===== src/include/core_settings.svh =====
`ifndef CORE_SETTINGS_SVH
`define CORE_SETTINGS_SVH

// Datapath word, also the immediate width
`define CORE_WORD_WIDTH 32

// Register index and register count
// Register 0 always reads as zero
`define CORE_REG_INDEX_WIDTH 5
`define CORE_NUM_REGS 32

// Data memory depth in words
// Addresses are word indexes, wrapped to this depth
`define CORE_MEM_WORDS 64

// Issue queue entries, equal to the sender's starting credit count
`define CORE_QUEUE_DEPTH 4

`endif


===== src/design/reg_file.sv =====
`timescale 1ns/10ps
`include "core_settings.svh"

module reg_file
(
  input  logic                             clk,
  input  logic                             rst,
  input  logic [`CORE_REG_INDEX_WIDTH-1:0] rd_addr_a,
  input  logic [`CORE_REG_INDEX_WIDTH-1:0] rd_addr_b,
  output logic [`CORE_WORD_WIDTH-1:0]      rd_data_a,
  output logic [`CORE_WORD_WIDTH-1:0]      rd_data_b,
  input  logic                             wr_en,
  input  logic [`CORE_REG_INDEX_WIDTH-1:0] wr_addr,
  input  logic [`CORE_WORD_WIDTH-1:0]      wr_data
);

  logic [`CORE_WORD_WIDTH-1:0] regs [`CORE_NUM_REGS];

  // Combinational read ports
  // Register 0 stays zero since writes to it never arrive
  assign rd_data_a = regs[rd_addr_a];
  assign rd_data_b = regs[rd_addr_b];

  always_ff @(posedge clk)
  begin
    if (rst)
    begin
      for (int i = 0; i < `CORE_NUM_REGS; i++)
      begin
        regs[i] <= '0;
      end
    end
    else if (wr_en)
    begin
      regs[wr_addr] <= wr_data;
    end
  end

endmodule


===== config.mk =====
export PLATFORM = sky130hd
export DESIGN_NAME = reg_file
export DESIGN_NICKNAME = d
export VERILOG_FILES = /design/src/design/reg_file.sv
export VERILOG_INCLUDE_DIRS = /design/src /design/src/include
export SDC_FILE = /design/constraint.sdc
export NUM_CORES = 2
export LEC_CHECK = 0
export BUFFER_PORTS_ARGS = -buffer_cell sky130_fd_sc_hd__buf_2
export CORE_ASPECT_RATIO = 0.75
export CORE_MARGIN = 1.5
export CORE_UTILIZATION = 45
export CTS_BUF_LIST = sky130_fd_sc_hd__clkbuf_2 sky130_fd_sc_hd__clkbuf_4 sky130_fd_sc_hd__clkbuf_8
export CTS_CLUSTER_SIZE = 28
export DETAILED_ROUTE_END_ITERATION = 10
export PLACE_DENSITY = 0.59
export SYNTH_ARGS = -nofsm -noshare
export SYNTH_HDL_FRONTEND = slang
export SYNTH_SLANG_ARGS = --single-unit

===== constraint.sdc =====
create_clock -name clk -period 5.5 [get_ports clk]
set_input_delay 1.1 -clock clk [delete_from_list [all_inputs] [get_ports clk]]
set_output_delay 1.1 -clock clk [all_outputs]
set_load 0.01 [all_outputs]

# Word level (Yosys, flattened, before mapping)
# Memories as Yosys holds them, arrays and structs flattened.
# Index checks and enable logic that the tools add are counted.
[totals]
register_bits = 0
ramBits = 1024
word_cells = 10
n_memories = 1
[op_classes]
n_mux = 8
n_reduce_logical = 1
[mem_list]
columns = ["name", "depth", "width", "rd", "rd_clocked_by_memory_dff", "write_ports", "line_no", "rtl"]
rows = [
  ["regs", 32, 32, 2, 0, 32, "reg_file.sv:17", "logic [`CORE_WORD_WIDTH-1:0] regs [`CORE_NUM_REGS];"],
]
[ops]
columns = ["operator", "count"]
rows = [
  ["two-way mux 32 bit", 1],
  ["OR reduction 32 bit", 1],
  ["two-way mux 1 bit", 6],
  ["two-way mux 5 bit", 1],
]

# Logic depth before layout (Yosys ltp)
[depth]
depth_word = 5
mapped_depth = 8

# Worst setup path before layout
# OpenSTA, ideal clock, no wires.
[synth_timing]
path_kind = "input to output"
from = "input port rd_addr_a[1]"
to = "output port rd_data_a[25]"
arrival_time_ns = 2.234
path_slack_ns = 2.166
stages = 8
path_buffers = 4
path_cell_list = "buf_4 buf_6 buf_6 buf_6 mux2i_1 a22oi_1 a31oi_1 nand3_1"
[synth_via]
elab_chain_len = 1
[synth_lines]
columns = ["element", "line_no", "rtl"]
rows = [
  ["start: declaration", "reg_file.sv:8", "input logic [`CORE_REG_INDEX_WIDTH-1:0] rd_addr_a,"],
  ["memory (32 x 32 bit)", "-", ""],
  ["end: declaration", "reg_file.sv:10", "output logic [`CORE_WORD_WIDTH-1:0] rd_data_a,"],
]
# Every way passes these cells.

# Worst setup path after layout
[layout_timing]
from = "input port rd_addr_b[0]"
to = "output port rd_data_b[3]"
[layout_via]
elab_chain_len = 1
[layout_lines]
columns = ["element", "line_no", "rtl"]
rows = [
  ["start: declaration", "reg_file.sv:9", "input logic [`CORE_REG_INDEX_WIDTH-1:0] rd_addr_b,"],
  ["memory (32 x 32 bit)", "-", ""],
  ["end: declaration", "reg_file.sv:11", "output logic [`CORE_WORD_WIDTH-1:0] rd_data_b,"],
]
# Every way passes these cells.

==> reports/metrics.cfg <==
[drt]
firstDrtPassIters=6
drc=0
drt_wl_total_um=202000
via_per_inst=6.15
drtIter0Drc=5011
vias=39701
routedWlPerCell_um=31.3
antenna_left=0

[job]
cap_violations=0

[clocking]
cts_buffer_depth=3
cts_resized=0
clkSinkCount=1024
cts_tree=yes
postCtsSetupBuffers=0
clkTransAtPathRegs_ns=0.06
ctsHoldBuffers=0
htree_levels=4
root_buffer=clkbuf_8
cts_buffers=172

[finish]
nets=4702
drive_gt1_share_pct=13.2
largestRegisters=regs (1024)
n_fill_cell=10922
final_core_util_pct=49.9
finalNonFillerCells=6452
seq_area_mm2=0.0307
regMostFlops=regs
largest_reg_flops=1024
stdcell_area_mm2=0.0621
area_growth_pct=9.90
multi_input_area_mm2=0.0235

[global_route]
grt_pass1_wl_um=284000
antenna_found_initial=22
grt_max_degree=71
grt_usage_pct=31.3
overflow=0
grt_pass1_vias=38481

[synth]
yosysSeqAreaShare_pct=54.5
synthDominantCellAreaShare_pct=54.5
syn_inst=4640
syn_area_per_cell_um2=12.2
synth.area.top_cells=edfxtp_1 54%, mux2i_1 18%, and2_1 11%
ys_top_cells_by_count=1026 x and2_1, 1024 x edfxtp_1, 1024 x mux2i_1, 195 x nand2_1, 193 x nand3_1
yosys_warnings=0
syn-cell-area_mm2=0.0565
synth-async-reset-ratio_pct=0
synthFlopType=edfxtp_1
syn_nets=4690
synth.most_common_cell=and2_1
synth_area_leader_cell=edfxtp_1
synth_edf_count=1024
ys_ff_latch=1024
yosysUniqueCellTypes=31

[sta]
period_needed_ns=4.49
worst_pin_slew_ns=1.23
setup_viol=0
setup-tns-final_ns=0
rsz0062_at_grt=no
worst_slack_ns=1.01
fmax_mhz=223
finalCritPeriodShare_pct=81.7
hold_viol=0
slew_viol_final=0
maxSlewHeadroom_pct=18.3

[placed_design]
place_area_mm2=0.0587
place.gp.congestion=0.840
hpwlAfterDp_um=114000
dp.cells=6131
port-buffer-count=113
pre_cts_slack_ns=1.14

[die]
die_width_um=412
rows=112
dieArea_mm2=0.128
core_area_mm2=0.124
die_height_um=310
initial_core_util_pct=45.4
ioPinCount=114

[critical_path]
cp-end-kind=output port
worstSetupPathType=in2out
arrival_ns=3.39
worstSetupStartpointType=input pin
crit_fanout=21
worstPathRequired_ns=4.40

[power]
ir_worst_vdd_v=0.000264
p_leak_nw=24.4
power_density_mw_per_mm2=295

[outcome]
outcome=finished clean

[min_path]
hold_class=in2reg

final cells by class:
| class | instances | area share [%] |
|---|---|---|
| Antenna cell | 12 | 0.0484 |
| Clock buffer | 231 | 4.56 |
| Clock inverter | 78 | 0.732 |
| Multi-Input combinational cell | 3168 | 37.8 |
| Sequential cell | 1024 | 49.5 |
| Tap cell | 1653 | 3.33 |
| Timing Repair Buffer | 286 | 3.96 |
kinds of logic after synthesis:
family / Yosys count / synth area share (%)
AOI/OAI and AO/OA: 576 / 6.95
buffers and inverters: 448 / 4.34
muxes: 1024 / 18.2
DFF: 1024 / 54.5
and+or+nand+nor: 1568 / 16.1
worst max-delay path, stage by stage:
cell and delay [ns]:
buf_2 0.14, nor2_4 0.65, buf_4 0.47, a22o_1 0.20, nor3_1 0.06, a31oi_1 0.37, nand3_1 0.18, buf_2 0.18
report_power, final:
| part | switching [mW] | internal (mW) | total (mW) | leakage [nW] |
|---|---|---|---|---|
| clock network | 3.32 | 3.48 | 6.80 | 1.73 |
| registers | 0.221 | 9.01 | 9.23 | 9.74 |
| logic | 1.51 | 0.776 | 2.29 | 12.9 |
| total | 5.05 | 13.3 | 18.3 | 24.4 |
cell usage in the layout (no fill, tap or decap), drive strengths merged, types with 5 or more instances in the layout:
master	instances
a21oi	192
a22o	128
a22oi	192
a31oi	64
and2	1026
buf	286
clkbuf	231
clkinv	64
clkinvlp	5
diode	12
edfxtp	1024
inv	6
mux2i	1024
nand2	196
nand2b	5
nand3	194
nor2	36
nor3	64
or2	34
layer usage:
metal / wire, µm / vias to the layer above / share of wire, % / track usage [%]
met2: 87600 / 2252 / 43 / 46.7
met5: 0 / - / 0 / 0
li1: - / 17041 / - / -
met4: 8110 / 0 / 4.0 / 13.9
met3: 18800 / 372 / 9.3 / 4.95
met1: 87700 / 20036 / 43 / 45.0
path summary, 6_finish.rpt:
| check | from | to | slack, ns | depth (start not counted) |
|---|---|---|---|---|
| max | rd_addr_b[0] | rd_data_b[3] | 1.01 | 8 |
| min | wr_data[2] | regs[2][2] | 0.81 | 2 |
per-stage QoR:
stage	power [mW]	hold WS, ns
global route	18.8	0.829
finish	18.3	0.809
floorplan	10.7	1.30
CTS	18.3	0.733
detailed placement	11.6	1.73
global placement	11.6	1.72
No activity file was read; power rests on OpenSTA's default activity.
