File: src/include/core_settings.svh
`ifndef CORE_SETTINGS_SVH
`define CORE_SETTINGS_SVH

// Datapath word, also the immediate width
`define CORE_WORD_WIDTH 32

// Register index and register count
// Register 0 always reads as zero
`define CORE_REG_INDEX_WIDTH 5
`define CORE_NUM_REGS 32

// Data memory depth in words
// Addresses are word indexes, wrapped to this depth
`define CORE_MEM_WORDS 64

// Issue queue entries, equal to the sender's starting credit count
`define CORE_QUEUE_DEPTH 4

`endif

File: src/design/isa_pkg.sv
`include "core_settings.svh"

package isa_pkg;

  // ALU function select
  // Shifts take the low 5 bits of operand b
  typedef enum logic [2:0]
  {
    alu_add = 3'd0,
    alu_sub = 3'd1,
    alu_and = 3'd2,
    alu_or  = 3'd3,
    alu_xor = 3'd4,
    alu_slt = 3'd5,  // signed compare
    alu_sll = 3'd6,
    alu_srl = 3'd7
  } alu_op_t;

  // Operation class seen by the back end
  // Loads and stores always compute rs1 + imm as the word address
  typedef enum logic [1:0]
  {
    op_alu   = 2'd0,
    op_load  = 2'd1,
    op_store = 2'd2
  } op_kind_t;

endpackage

File: src/design/pipe_pkg.sv
`include "core_settings.svh"

package pipe_pkg;

  // Decoded operation as delivered by the decoder
  typedef struct packed
  {
    isa_pkg::op_kind_t              kind;
    isa_pkg::alu_op_t               alu_op;
    logic [`CORE_REG_INDEX_WIDTH-1:0] rd;
    logic [`CORE_REG_INDEX_WIDTH-1:0] rs1;
    logic [`CORE_REG_INDEX_WIDTH-1:0] rs2;
    logic                           use_imm;
    logic [`CORE_WORD_WIDTH-1:0]      imm;
  } issue_pkt_t;

  // Execute to memory payload
  // reg_write is already cleared for rd 0
  typedef struct packed
  {
    isa_pkg::op_kind_t              kind;
    logic                           reg_write;
    logic [`CORE_REG_INDEX_WIDTH-1:0] rd;
    logic [`CORE_WORD_WIDTH-1:0]      alu_result;
    logic                           alu_zero;
    logic [`CORE_WORD_WIDTH-1:0]      store_data;
  } ex_mem_t;

  // Memory to writeback payload, doubles as the retire record
  typedef struct packed
  {
    logic                           reg_write;
    logic [`CORE_REG_INDEX_WIDTH-1:0] rd;
    logic [`CORE_WORD_WIDTH-1:0]      wb_data;
    logic                           was_load;
  } mem_wb_t;

endpackage

File: src/design/mem_stage.sv
`timescale 1ns/10ps
`include "core_settings.svh"

module mem_stage
(
  input  logic              clk,
  input  logic              rst,
  input  logic              in_valid,
  input  pipe_pkg::ex_mem_t ex_mem_q,
  output pipe_pkg::mem_wb_t mem_wb_next,
  output logic              mem_active
);

  localparam int addr_w = $clog2(`CORE_MEM_WORDS);

  logic [`CORE_WORD_WIDTH-1:0] mem [`CORE_MEM_WORDS];
  logic [addr_w-1:0]           addr;
  logic                        is_load;

  // Word index, wraps at the memory depth
  assign addr    = ex_mem_q.alu_result[addr_w-1:0];
  assign is_load = (ex_mem_q.kind == isa_pkg::op_load);

  // Store lands on the edge that moves it into mem/wb
  always_ff @(posedge clk)
  begin
    if (rst)
    begin
      for (int i = 0; i < `CORE_MEM_WORDS; i++)
      begin
        mem[i] <= '0;
      end
    end
    else if (in_valid && (ex_mem_q.kind == isa_pkg::op_store))
    begin
      mem[addr] <= ex_mem_q.store_data;
    end
  end

  always_comb
  begin
    mem_wb_next.reg_write = ex_mem_q.reg_write;
    mem_wb_next.rd        = ex_mem_q.rd;
    mem_wb_next.wb_data   = is_load ? mem[addr] : ex_mem_q.alu_result;  // async read
    mem_wb_next.was_load  = is_load;
  end

  assign mem_active = in_valid;

endmodule

File: config.mk
export PLATFORM = sky130hd
export DESIGN_NAME = mem_stage
export DESIGN_NICKNAME = d
export VERILOG_FILES = /design/src/design/isa_pkg.sv /design/src/design/pipe_pkg.sv /design/src/design/mem_stage.sv
export VERILOG_INCLUDE_DIRS = /design/src /design/src/include
export SDC_FILE = /design/constraint.sdc
export NUM_CORES = 2
export LEC_CHECK = 0
export ABC_AREA = 0
export BUFFER_PORTS_ARGS = -buffer_cell sky130_fd_sc_hd__buf_2
export CAP_MARGIN = 20
export CORE_UTILIZATION = 40
export CTS_BUF_LIST = sky130_fd_sc_hd__clkbuf_16
export CTS_CLUSTER_DIAMETER = 30
export DETAILED_ROUTE_END_ITERATION = 12
export HOLD_SLACK_MARGIN = 0.08
export SYNTH_ARGS = -nofsm -noshare
export SYNTH_HDL_FRONTEND = slang
export SYNTH_SLANG_ARGS = --single-unit
export TNS_END_PERCENT = 1
File: constraint.sdc
create_clock -name clk -period 2.36 [get_ports clk]
set_input_delay 0.236 -clock clk [delete_from_list [all_inputs] [get_ports clk]]
set_output_delay 0.236 -clock clk [all_outputs]
set_load 0.01 [all_outputs]
* After elaboration in Yosys (flattened, before gate mapping) *
Memory sizes are Yosys's and may differ from the RTL's.
Cells that the tools add are included.

storage, ports and cells
  flip-flop bits (word level) = 0
  bits in latches = 0
  bits in writable memories = 2048
  bits in read-only memories = 0
  input bits = 76
  output and inout bits = 40
  logic and storage cells = 14
  memories kept = 1

operators by class
  add/sub/neg operators = 0
  multiply operators = 0
  divide/modulo/power cells = 0
  order comparisons = 0
  eq/ne operators = 2
  shift operators = 0
  multiplexer cells = 9
  bitwise logic cells = 0
  reduce and logical (&&, ||, !) cells = 2

memory list
  memory  depth  width  rd ports  clocked after memory_dff  wr ports  RTL line         text
  mem     64     32     1         0                         64        mem_stage.sv:16  logic [`CORE_WORD_WIDTH-1:0] mem [`CORE_MEM_WORDS];

operators with widths
  cell                number
  $mux 32             2
  $reduce_or 32->1    1
  $mux 1              6
  $mux 6              1
  $eq 2x1->1 const B  1
  $eq 2x2->1 const B  1
  $logic_and 1x1->1   1

* Depth between registers and ports, before layout *
  depth in word-level cells = 7
  mapped depth = 12
  gate-level depth less buffers = 6

* Worst setup path after synthesis *
No wires, ideal clock.

  kind = input port to flip-flop
  start = input port ex_mem_q[36] (netlist name)
  end = memory mem[22][0] (netlist name) (enable)
  data arrival time = 1.953 ns
  data required time = 1.985 ns
  setup slack = 0.033 ns
  stages = 6
  buffers on the path = 2
  cells stage by stage = buf_2 > clkbuf_1 > nor3_1 > nand2_1 > nor3_1 > or2_2

RTL lines
  item         RTL line         text
  from (decl)  mem_stage.sv:9   input pipe_pkg::ex_mem_t ex_mem_q,
  to (decl)    mem_stage.sv:16

==> results.sh <==
export IMPL_status="finished with violations"
export IMPL_violations="setup timing"
export IMPL_min_period_ns=3.74
export IMPL_whs_path_depth=3
export IMPL_slowest_stage="a2111oi_4"
export IMPL_leakagePower_nw=46.1
export IMPL_end_kind="primary output"
export IMPL_routedWlPerCell_um=34.1
export IMPL_hp_class="input pin to flop"
export IMPL_synth_warnings=0
export IMPL_crit_path_max_incr_delay_ns=0.71
export IMPL_period_share=1.58
export IMPL_layout_nets=7797
export IMPL_hold_viol_final=0
export IMPL_gp_congestion=1.02
export IMPL_post_place_ws_ns=-1.47
export IMPL_vias=66800
export IMPL_gr_usage_all_layers=0.320
export IMPL_p_total_w=0.115
export IMPL_initial_core_util=0.403
export IMPL_hpwl_um=252000
export IMPL_fin_ws_ns=-1.38
export IMPL_tightest_slew_ns=1.31
export IMPL_critPathLaunchType="flop"
export IMPL_grt_max_degree=65
export IMPL_final_cell_mix="and2_1 (2049), edfxtp_1 (2048), buf_4 (853)"
export IMPL_relSlewSlack=0.128
export IMPL_max_freq_ghz=0.268
export IMPL_yosysSeqAreaShare=0.654
export IMPL_drt_iter0_markers=10200
export IMPL_synthArstFlopShare=0
export IMPL_regMostFlops="mem"
export IMPL_portBuffers=102
export IMPL_max_cap_violations=0
export IMPL_crit_arrival_ns=3.50
export IMPL_synth_distinct_cells=72
export IMPL_path_class="flop to primary output"
export IMPL_coreArea_um2=233000
export IMPL_dr_pass1_iters=6
export IMPL_grt_pass1_vias=65000
export IMPL_setup_viol=113
export IMPL_grt_pass1_wl_um=524000
export IMPL_ir_drop_mv=0.936
export IMPL_syn_to_final_growth_pct=31.5
export IMPL_tritoncts="built"
export IMPL_crit_required_ns=2.12
export IMPL_rsz0062_at_grt="true"
export IMPL_worst_path_buf_inv=3
export IMPL_root_buffer="clkbuf_16"
export IMPL_synth_flop_cell="edfxtp_1"
export IMPL_largest_reg_flops=2048
export IMPL_drive_gt1_frac=0.309
export IMPL_htreeDepth=5
export IMPL_row_count=177
export IMPL_syn_inst=6738
export IMPL_crit_path_frequent_cell="buf_4"
export IMPL_die_w_um=487
export IMPL_grt_ovfl_total=0
export IMPL_nFillCells=19100
export IMPL_layout_commonest_cell="and2_1"
export IMPL_crit_chain="mux4_2 -> mux2i_1 -> buf_4 -> o21ai_4 -> a2111oi_4 -> buf_4 -> a31oi_4 -> buf_6"
export IMPL_top_regs="mem (2048)"
export IMPL_synth_edff_count=2048
export IMPL_boundaryPins=116
export IMPL_antenna_left=0
export IMPL_cts_buffer_depth=4
export IMPL_antenna_found_initial=39
export IMPL_vias_per_cell=5.94
export IMPL_cts_sinks=2048
export IMPL_routed_wirelength_um=383000
export IMPL_syn_area_um2=94100
export IMPL_syn_avg_cell_area_um2=14.0
export IMPL_cp_depth=8
export IMPL_clkTransAtPathRegs_ns=0.05
export IMPL_design_die_area_um2=237000
export IMPL_die_height_um=487
export IMPL_drc=0
export IMPL_syn_num_nets=6814
export IMPL_path_max_fanout=2
export IMPL_synth_seq_cells=2048
export IMPL_cp_top_family="compound AO/OA/AOI/OAI gates"
export IMPL_cts_buffers=458
export IMPL_maxSlewViolCount=0
export IMPL_cellPowerDensity_nw_per_um2=927
## worst min-delay path: stages
cell    delay [ns]
buf_2         0.09
buf_4         0.38
and2_1        0.28
## synthesized netlist by cell type (7+ instances only)
cell,instances,area [µm²]
and2_1,2053,12800
edfxtp_1,2048,61500
clkbuf_1,477,1790
mux2i_1,236,2360
a221oi_1,210,1840
nor2_1,162,608
a22oi_1,150,1130
mux4_2,150,3380
mux2_2,145,1630
a21oi_1,129,646
nand2_1,111,417
o21ai_0,109,546
buf_2,108,541
o22ai_1,88,551
or2_2,68,425
buf_4,64,480
buf_1,46,173
a22o_1,38,333
a221o_1,35,350
buf_6,32,360
a31oi_1,22,138
o221ai_1,20,175
o2bb2ai_1,20,175
o32a_1,16,160
a211oi_1,14,105
nor3_1,14,70.1
nand3_1,13,65.1
and3_1,12,75.1
o22a_1,12,105
a222oi_1,10,100
o21ai_1,9,45.0
a211o_1,7,61.3
nand2b_1,7,43.8
o2111ai_1,7,61.3
## metal layers
metal,vias up,track usage,part of all wire
li1,27000,-,-
met1,34000,0.405,0.36
met2,4735,0.485,0.45
met3,1097,0.0834,0.12
met4,10,0.206,0.073
met5,-,0,0.00014
## cell families after synthesis
group / count (synthesis) / synth area share
and+or+nand+nor: 2480 / 0.158
DFF: 2048 / 0.654
AOI/OAI and AO/OA: 936 / 0.0731
buffers and inverters: 736 / 0.0361
muxes: 538 / 0.0793
## final timing paths
check	to	start
min	mem[33][21]	ex_mem_q[21]
max	mem_wb_next[22]	mem[61][21]
## timing repair
action | in CTS | in global routing
gates resized for setup | 148 | 43
buffers inserted | 0 | 0
hold buffers | 27 | 0
endpoints found under the setup margin | 32 | 32
pin swaps | 35 | 18
hold endpoints to repair | 1223 | 0
## final cells by class
| cell class | count | area, µm² | area share |
|---|---|---|---|
| tap | 3132 | 3920 | 0.0317 |
| sequential | 2048 | 61500 | 0.497 |
| antenna | 16 | 40.0 | 0.000324 |
| inverter | 7 | 36.3 | 0.000293 |
| clock buffer | 459 | 11500 | 0.0928 |
| clock inverter | 374 | 3790 | 0.0307 |
| timing repair buffer | 1252 | 12500 | 0.101 |
| multi-input combinational | 3954 | 30500 | 0.246 |
## report_power, final
| part | internal [W] | switching [W] |
|---|---|---|
| logic | 0.00339 | 0.00588 |
| clock network | 0.0426 | 0.0204 |
| registers | 0.0419 | 0.000559 |
| total | 0.0879 | 0.0268 |
## metrics by stage
stage	utilization	hold WS [ns]	instances	area, µm²	TNS, ns
after CTS	0.529	0.162	11200	123000	-34.89
after floorplan	-	0.564	6738	94100	0
final	0.531	0.210	11200	124000	-36.50
after detailed placement	0.459	0.472	10400	107000	-1242.79
after global placement	0.459	0.472	10400	107000	-1203.72
after global routing	0.530	0.196	11200	124000	-36.05
Note: power is estimated with default switching activity, not from simulation.
