File: config.mk
export PLATFORM = sky130hd
export DESIGN_NAME = issue_queue
export DESIGN_NICKNAME = d
export VERILOG_FILES = /design/src/design/isa_pkg.sv /design/src/design/pipe_pkg.sv /design/src/design/issue_queue.sv
export VERILOG_INCLUDE_DIRS = /design/src /design/src/include
export SDC_FILE = /design/constraint.sdc
export NUM_CORES = 1
export LEC_CHECK = 0
export BUFFER_PORTS_ARGS = -buffer_cell sky130_fd_sc_hd__buf_2
export CAP_MARGIN = 40
export CORE_ASPECT_RATIO = 0.9
export CORE_MARGIN = 2
export CORE_UTILIZATION = 45
export CTS_CLUSTER_SIZE = 10
export DETAILED_ROUTE_END_ITERATION = 16
export PLACE_DENSITY = 0.64
export SYNTH_ARGS = -nofsm -noshare
export SYNTH_HDL_FRONTEND = slang
export SYNTH_SLANG_ARGS = --single-unit
File: constraint.sdc
create_clock -name clk -period 4.04 [get_ports clk]
set_clock_uncertainty 0.15 [all_clocks]
set_input_delay 0.202 -clock clk [delete_from_list [all_inputs] [get_ports clk]]
set_output_delay 0.202 -clock clk [all_outputs]
set_load 0.05 [all_outputs]
File: src/include/core_settings.svh
`ifndef CORE_SETTINGS_SVH
`define CORE_SETTINGS_SVH

// Datapath word, also the immediate width
`define CORE_WORD_WIDTH 32

// Register index and register count
// Register 0 always reads as zero
`define CORE_REG_INDEX_WIDTH 5
`define CORE_NUM_REGS 32

// Data memory depth in words
// Addresses are word indexes, wrapped to this depth
`define CORE_MEM_WORDS 64

// Issue queue entries, equal to the sender's starting credit count
`define CORE_QUEUE_DEPTH 4

`endif

File: src/design/isa_pkg.sv
`include "core_settings.svh"

package isa_pkg;

  // ALU function select
  // Shifts take the low 5 bits of operand b
  typedef enum logic [2:0]
  {
    alu_add = 3'd0,
    alu_sub = 3'd1,
    alu_and = 3'd2,
    alu_or  = 3'd3,
    alu_xor = 3'd4,
    alu_slt = 3'd5,  // signed compare
    alu_sll = 3'd6,
    alu_srl = 3'd7
  } alu_op_t;

  // Operation class seen by the back end
  // Loads and stores always compute rs1 + imm as the word address
  typedef enum logic [1:0]
  {
    op_alu   = 2'd0,
    op_load  = 2'd1,
    op_store = 2'd2
  } op_kind_t;

endpackage

File: src/design/pipe_pkg.sv
`include "core_settings.svh"

package pipe_pkg;

  // Decoded operation as delivered by the decoder
  typedef struct packed
  {
    isa_pkg::op_kind_t              kind;
    isa_pkg::alu_op_t               alu_op;
    logic [`CORE_REG_INDEX_WIDTH-1:0] rd;
    logic [`CORE_REG_INDEX_WIDTH-1:0] rs1;
    logic [`CORE_REG_INDEX_WIDTH-1:0] rs2;
    logic                           use_imm;
    logic [`CORE_WORD_WIDTH-1:0]      imm;
  } issue_pkt_t;

  // Execute to memory payload
  // reg_write is already cleared for rd 0
  typedef struct packed
  {
    isa_pkg::op_kind_t              kind;
    logic                           reg_write;
    logic [`CORE_REG_INDEX_WIDTH-1:0] rd;
    logic [`CORE_WORD_WIDTH-1:0]      alu_result;
    logic                           alu_zero;
    logic [`CORE_WORD_WIDTH-1:0]      store_data;
  } ex_mem_t;

  // Memory to writeback payload, doubles as the retire record
  typedef struct packed
  {
    logic                           reg_write;
    logic [`CORE_REG_INDEX_WIDTH-1:0] rd;
    logic [`CORE_WORD_WIDTH-1:0]      wb_data;
    logic                           was_load;
  } mem_wb_t;

endpackage

File: src/design/issue_queue.sv
`timescale 1ns/10ps
`include "core_settings.svh"

module issue_queue
(
  input  logic                 clk,
  input  logic                 rst,
  input  logic                 push,
  input  pipe_pkg::issue_pkt_t push_pkt,
  input  logic                 pop,
  output logic                 head_valid,
  output pipe_pkg::issue_pkt_t head_pkt,
  output logic                 credit_return
);

  localparam int ptr_w = $clog2(`CORE_QUEUE_DEPTH);
  localparam int cnt_w = $clog2(`CORE_QUEUE_DEPTH + 1);

  // Entry storage, contents only matter while counted
  pipe_pkg::issue_pkt_t entries [`CORE_QUEUE_DEPTH];

  logic [ptr_w-1:0] wr_ptr;
  logic [ptr_w-1:0] rd_ptr;
  logic [cnt_w-1:0] count;
  logic             do_pop;

  // No bypass, a fresh push shows at the head one edge later
  assign head_valid = (count != '0);
  assign head_pkt   = entries[rd_ptr];
  assign do_pop     = pop && head_valid;

  always_ff @(posedge clk)
  begin
    if (push)
    begin
      entries[wr_ptr] <= push_pkt;
    end
  end

  always_ff @(posedge clk)
  begin
    if (rst)
    begin
      wr_ptr        <= '0;
      rd_ptr        <= '0;
      count         <= '0;
      credit_return <= 1'b0;
    end
    else
    begin
      // Pointers wrap at the depth, which need not be a power of two
      if (push)
      begin
        wr_ptr <= (wr_ptr == ptr_w'(`CORE_QUEUE_DEPTH - 1)) ? '0 : wr_ptr + 1'b1;
      end
      if (do_pop)
      begin
        rd_ptr <= (rd_ptr == ptr_w'(`CORE_QUEUE_DEPTH - 1)) ? '0 : rd_ptr + 1'b1;
      end
      // Sender credits keep push away from a full queue
      case ({push, do_pop})
        2'b10:   count <= count + 1'b1;
        2'b01:   count <= count - 1'b1;
        default: count <= count;
      endcase
      // One credit back per released entry
      credit_return <= do_pop;
    end
  end

endmodule

== Yosys cells after proc, flatten, opt, wreduce, memory -nomap -nowiden ==
Memory sizes are Yosys's and may differ from the RTL's. A register that Yosys moved wholly into a read port is not among the register bits.
Cells that the tools add are included.
Storage, ports and cells
  flip-flop bits (word level): 8
  bits in latches: 0
  memory bits (writable): 212
  ROM bits: 0
  bits of input ports: 57
  output and inout port bits: 55
  word-level logic and storage cells: 23
  memories kept: 1
Memory list
  entries: words 4, width 53, read ports 1, clocked after Yosys merged registers in 1, write ports 1, RTL line issue_queue.sv:20  | pipe_pkg::issue_pkt_t entries [`CORE_QUEUE_DEPTH];
Cells by class
  $add $sub $neg: 4
  multipliers: 0
  div/mod/pow operators: 0
  $lt $le $gt $ge: 0
  equal/unequal tests: 4
  shift-type cells: 0
  muxes and demuxes: 7
  bitwise operators: 0
  reductions and logical operators: 3
Operators by type and width (number)
  2-to-1 mux 2 bit: 4
  == test 2 bit (second input constant): 3
  one-hot mux 3 bit (2 select lines): 1
  adder 2 x 1 -> 2 bit (second input constant): 2
  adder 3 x 1 -> 3 bit (second input constant): 1
  nonzero test 3 bit: 1
  subtractor 3 x 1 -> 3 bit (second input constant): 1
  == test 2 x 1 -> 1 bit (second input constant): 1
  2-to-1 mux 1 bit: 2
  nonzero test 2 bit: 1
  logical AND 1 bit: 1

== Depth between registers and ports, before layout ==
Gate-level depths: netlist (run 1).
  word-level depth: 4
  depth in mapped cells: 8
  mapped depth without buffers: 8

== Least setup slack after synthesis (run 1) ==
No wires, ideal clock.
  kind: register to register
  start: register wr_ptr[0]
  end: memory entries[3][0] (netlist bit) (enable)
  library setup time: 0.416 ns
  arrival: 1.810 ns
  required time: 3.474 ns
  setup slack: 1.664 ns
  cell stages (with the launch flop): 3
  buffers on the path: 0
  period minus slack after synthesis: 2.376 ns
  path through: dfxtp_1 ha_1 and2_1
RTL lines
  start: declaration: RTL line issue_queue.sv:22  | logic [ptr_w-1:0] wr_ptr;
  start signal: assignment: RTL line issue_queue.sv:54  | wr_ptr <= (wr_ptr == ptr_w'(`CORE_QUEUE_DEPTH - 1)) ? '0 : wr_ptr + 1'b1;
  end: declaration: RTL line issue_queue.sv:20
No word-level cell before the write port.

==> results_dict.tcl, run 1 <==
set metrics [dict create \
    htreeDepth 1 \
    core_area_um2 17700 \
    drt-met1-wl_um 7090 \
    cap_violations 0 \
    routed.top_layer "met4" \
    setup_viol_count_final 0 \
    layoutNonFillerInstCount 779 \
    synthToLayoutAreaGrowth_pct 26.3 \
    cts_resized 0 \
    rsz0062_at_grt "no" \
    rr_startpoint "wr_ptr[0]" \
    first_global_vias 4255 \
    p_total_mw 6.23 \
    dp_cells 680 \
    hold_viol_final 0 \
    fin_crit_sh_pct 69.6 \
    seq_area_frac_synth_pct 80.1 \
    arrival_ps 2460 \
    syn_inst 328 \
    drc_errors 0 \
    final_layout_size_suffix_gt1_share_pct 39.1 \
    portBuffers 111 \
    tns_ps 0 \
    crit_required_ps 3690 \
    clock_sinks 222 \
    fmax_mhz 356 \
    n_antenna_cell 0 \
    clock_path_buffers 3 \
    numCtsBuffers 26 \
    gp_congestion 0.690 \
    vias 3948 \
    met3_length_um 814 \
    cts_setup_buffers 0 \
    synth_nets 392 \
    syn_area_um2 8200 \
    r2r_setup_slack_ps 1940 \
    r2r-end "entries[0][24]" \
    initial_utilization_pct 46.3 \
    worstHoldPathCells 2 \
    cp_max_fo 32 \
    dieArea_um2 19300 \
    fin_hold_ws_ps 290 \
    hold-path-endpoint "entries[0][9]" \
    cts-root-buf "clkbuf_16" \
    io_pins 112 \
    crit_type "flop to output pin" \
    cts_tree "yes" \
    p_per_area_nw_per_um2 602 \
    maxSlewViolCount 0 \
    worstRegToRegCells 4 \
    dr.pass1.iters 4 \
    tightestPinTransition_ps 764 \
    mostFrequentLayoutCell "edfxtp_1" \
    final_antenna_net_count 0 \
    route.met2.wl_um 7090 \
    syn_avg_cell_area_um2 25.0 \
    ys_warn_count 0 \
    die_x_um 146 \
    grt_max_degree 33 \
    status "finished, final reports clean" \
    critPathLaunchType "flop" \
    fp.dieH_um 132 \
    final_cell_mix "212 x edfxtp_1, 111 x buf_2, 57 x dlygate4sd3_1" \
    ir_drop_mv 0.297 \
    clock_latency_ps 510 \
    hp-start "push_pkt[9]" \
    p_leak_nw 3.58 \
    grt_use_total_pct 16.2 \
    overflow 0 \
    drt_iter0_markers 221 \
    wire_per_inst_um 19.7 \
    relSlewSlack_pct 49.1 \
    placementRows 46 \
    end_kind "output pin" \
    fill_cells 1353 \
    dp_hpwl_um 9310 \
    antenna_found_initial 0 \
    wirelength_um 15300 \
    vias_per_cell 5.07 \
    hold_path_class "input port to flop" \
    synth_seq_cells 222 \
    path_clk_slew_ps 50 \
    nets 589 \
    grt_pass1_wl_um 24000 \
    min_period_ps 2810 \
    synth_cell_types 21 \
]
[cells in the mapped netlist]
cell type / instances / area, µm²
dfxtp_1: 10 / 200
ha_1: 6 / 75.1
nand2_1: 1 / 3.75
inv_1: 7 / 26.3
a21oi_1: 4 / 20.0
or3_1: 3 / 18.8
xor2_1: 2 / 17.5
fa_1: 1 / 20.0
o21ai_0: 1 / 5.00
buf_12: 5 / 100
mux4_2: 50 / 1130
and2_1: 4 / 25.0
edfxtp_1: 212 / 6370
buf_2: 5 / 25.0
clkbuf_1: 2 / 7.51
mux4_1: 3 / 78.8
nor2_1: 7 / 26.3
o31ai_4: 1 / 21.3
nor3b_1: 1 / 7.51
mux2i_1: 2 / 20.0
buf_6: 1 / 11.3
[kinds of logic (layout without fill, tap and decap cells)]
kind of cell | Yosys count | count (layout) | synth area share, %
mux | 55 | 55 | 14.9
xor+xnor | 2 | 2 | 0.214
flops | 222 | 222 | 80.1
buf+inv | 20 | 231 | 2.07
fa+ha+maj | 7 | 7 | 1.16
compound gates | 6 | 6 | 0.564
simple gates | 16 | 16 | 0.992
[registers in the layout, indices dropped and copies added (netlist names), named ones only]
signal         cells
entries          212
credit_return      1
wr_ptr             2
rd_ptr             2
count              3
[power breakdown]
part           switching [mW]  internal (mW)  total [mW]
clock network           0.809           1.22        2.02
registers               0.108           2.64        2.75
logic                   0.957          0.502        1.46
[stage by stage]
| step | worst slack, ps | util [%] | instance area, µm² |
|---|---|---|---|
| 3_3_place_gp | 1700 | 50.8 | 9010 |
| 3_5_place_dp | 1670 | 51.1 | 9050 |
| 5_1_grt | 1040 | 58.4 | 10400 |
| 6_report | 1230 | 58.4 | 10400 |
| 2_1_floorplan | 1660 | - | 8200 |
| 4_1_cts | 1130 | 58.4 | 10400 |
[worst max-delay path by stage]
stage / depth (start not counted) / endpoint / slack (ps) / from
after floorplan: 2 / entries[3][0] / 1660 / wr_ptr[0]
after global placement: 3 / head_pkt[45] / 1700 / flop
after detailed placement: 3 / head_pkt[49] / 1670 / flop
after CTS: 3 / head_pkt[45] / 1130 / flop
after global routing: 3 / head_pkt[45] / 1040 / flop
final: 3 / head_pkt[45] / 1230 / flop
[area by class of cell]
class                   count  area (µm²)  area share (%)
flip-flops and latches    222        6570            63.4
multi-input cells          86        1470            14.2
repair buffers            182        1260            12.1
clock buffers              40         724            6.99
well taps                 240         300            2.90
inverters                   7        26.3           0.254
clock inverters             2        10.0          0.0966
[critical path: stages, from the launching register on]
cell,delay (ps)
dfxtp_4,760
buf_4,370
mux4_1,570
buf_2,220
[timing repair]
item,CTS,global route
hold buffers,57,0
endpoints found under the setup margin,0,0
endpoints found under the hold margin,222,0
[metal layers]
metal,GRT usage (%),vias up
met5,0,-
li1,-,1777
met1,23.2,2018
met3,3.53,24
met2,25.8,129
met4,4.15,0
No activity file was read; power rests on OpenSTA's default activity.
==> run 2: changes to the inputs <==
--- a/config.mk
+++ b/config.mk
@@ -6,6 +6,7 @@
 export SDC_FILE = /design/constraint.sdc
 export NUM_CORES = 1
 export LEC_CHECK = 0
+export ABC_AREA = 1
 export BUFFER_PORTS_ARGS = -buffer_cell sky130_fd_sc_hd__buf_2
 export CAP_MARGIN = 40
 export CORE_ASPECT_RATIO = 0.9
==> constraint.sdc (replaced) <==
create_clock -name clk -period 2.9 [get_ports clk]
set_clock_uncertainty 0.15 [all_clocks]
set_input_delay 0.145 -clock clk [delete_from_list [all_inputs] [get_ports clk]]
set_output_delay 0.145 -clock clk [all_outputs]
set_load 0.05 [all_outputs]
==> results_dict.tcl, run 2 <==
set metrics [dict create \
    status "finished, final reports clean" \
    nets 820 \
    layoutNonFillerInstCount 1013 \
    drt_iter0_markers 381 \
    cap_violations 0 \
    min_period_ps 2680 \
    syn_avg_cell_area_um2 14.7 \
    n_antenna_cell 0 \
    synth_common_cells "212 x edfxtp_1, 99 x o21ai_0, 91 x nor2_1" \
    crit_required_ps 2610 \
    synth_cell_types 24 \
    portBuffers 111 \
    ys_warn_count 0 \
    path_clk_slew_ps 50 \
    dr.pass1.iters 4 \
    placementRows 47 \
    tns_ps 0 \
    crit_slowest_cell "dfxtp_2" \
    grt_pass1_wl_um 29100 \
    tightestPinTransition_ps 711 \
    drc_errors 0 \
    cts-root-buf "clkbuf_16" \
    grt_use_total_pct 18.4 \
    io_pins 112 \
    p_leak_nw 3.82 \
    largest-register "entries" \
    first_global_vias 5545 \
    mostFrequentLayoutCell "edfxtp_1" \
    overflow 0 \
    rsz0062_at_grt "no" \
    fin_hold_ws_ps 225 \
    synth_ff_type "edfxtp_1" \
    p_per_area_nw_per_um2 889 \
    clock_sinks 222 \
    end_kind "output pin" \
    path_cells "inv_2 > buf_4 > o21ai_0 > o22ai_1 > buf_2" \
    ir_drop_mv 0.537 \
    seq_area_frac_synth_pct 76.9 \
    syn_area_um2 8540 \
    core_area_um2 18500 \
    relSlewSlack_pct 52.6 \
    async_flop_share_pct 0 \
    dieArea_um2 20100 \
    htreeDepth 1 \
    fp.dieH_um 135 \
    clock_latency_ps 510 \
    cp_max_fo 27 \
    fmax_mhz 373 \
    fin_crit_sh_pct 92.6 \
    synth_edf_count 212 \
    vias_per_cell 5.30 \
    vias 5367 \
    hold_viol_final 0 \
    cts_tree "yes" \
    crit_type "flop to output pin" \
    synth_seq_cells 222 \
    yosys.area.top_type "edfxtp_1" \
    synthToLayoutAreaGrowth_pct 24.8 \
    final_cell_mix "212 x edfxtp_1, 111 x buf_2, 99 x o21ai_0" \
    antenna_found_initial 0 \
    synth_area_leaders "edfxtp_1 75%, o21ai_0 5.8%, nor2_1 4.0%, o22ai_2 2.9%, o22ai_1 2.4%" \
    final_layout_size_suffix_gt1_share_pct 26.4 \
    max_stage_delay_ps 490 \
    hold_path_class "input port to flop" \
    synth_nets 643 \
    die_x_um 149 \
    critPathLaunchType "flop" \
    dp_hpwl_um 10800 \
    final_antenna_net_count 0 \
    clock_path_buffers 3 \
    grt_max_degree 88 \
    largest_reg_flops 212 \
    gp_congestion 0.717 \
    yosysMostFrequentCell "edfxtp_1" \
    maxSlewViolCount 0 \
    initial_utilization_pct 46.2 \
    top_regs "entries (212), count (3)" \
    wirelength_um 18600 \
    syn_inst 579 \
    setup_viol_count_final 0 \
    fill_cells 1495 \
    r2r_setup_slack_ps 870 \
    dp_cells 915 \
    numCtsBuffers 26 \
    arrival_ps 2390 \
    synth_top_area_share_pct 74.6 \
    wire_per_inst_um 18.3 \
    final_core_util_pct 57.7 \
]
## run 2: critical path: cells and delay by family (launching register included)
| family | cells | cell delay (ps) |
|---|---|---|
| AOI/OAI and AO/OA | 2 | 320 |
| buffers and inverters | 3 | 1040 |
| DFF | 1 | 490 |
## run 2: final timing paths
kind                    start             to  depth (start not counted)
hold reg to reg     rd_ptr[1]           flop                          2
setup / recovery         flop   head_pkt[45]                          5
hold / removal    push_pkt[6]  entries[3][6]                          2
setup reg to reg     count[0]       count[2]                         12
## run 2: cells by family after synthesis
| kind of cell | synth area share (%) |
|---|---|
| flip-flops | 76.9 |
| adder cells (fa/ha/maj) | 1.11 |
| buffers and inverters | 3.49 |
| AO/OA/AOI/OAI | 12.1 |
| AND/OR/NAND/NOR | 6.39 |
## run 2: stage by stage
stage               power [mW]  instance area [µm²]  setup WS (ps)
floorplan                 5.99                 8540            719
detailed placement        6.63                 9340            658
global placement          6.56                 9340            722
finish                    9.47                10700            216
global route              9.85                10700           65.0
CTS                       9.52                10600            106
## run 2: routing by layer
layer	GRT usage, %	vias to the layer above	part of all wire, %
met5	0	-	0
met4	4.66	0	1.9
met3	4.16	27	6.5
met2	31.4	156	49
met1	24.2	2670	43
li1	-	2514	-
## run 2: where the power goes
group	switching (mW)	leakage, nW	internal (mW)
Sequential	0.110	2.03	3.68
Clock	1.15	0.347	1.69
Combinational	2.15	1.45	0.696
## run 2: repair_timing
item | CTS | global route
endpoints found under the hold margin | 222 | 0
setup endpoints to repair | 0 | 5
hold buffers | 57 | 0
setup buffers | 0 | 1
gates resized for setup | 0 | 0
## run 2: layout make-up
type / count / area, µm² / share of cell area (%)
flip-flops and latches: 222 / 6570 / 61.7
well taps: 245 / 307 / 2.88
inverters: 19 / 76.3 / 0.716
multi-input cells: 304 / 1670 / 15.7
clock inverters: 1 / 7.51 / 0.0704
repair buffers: 183 / 1300 / 12.2
clock buffers: 39 / 721 / 6.76
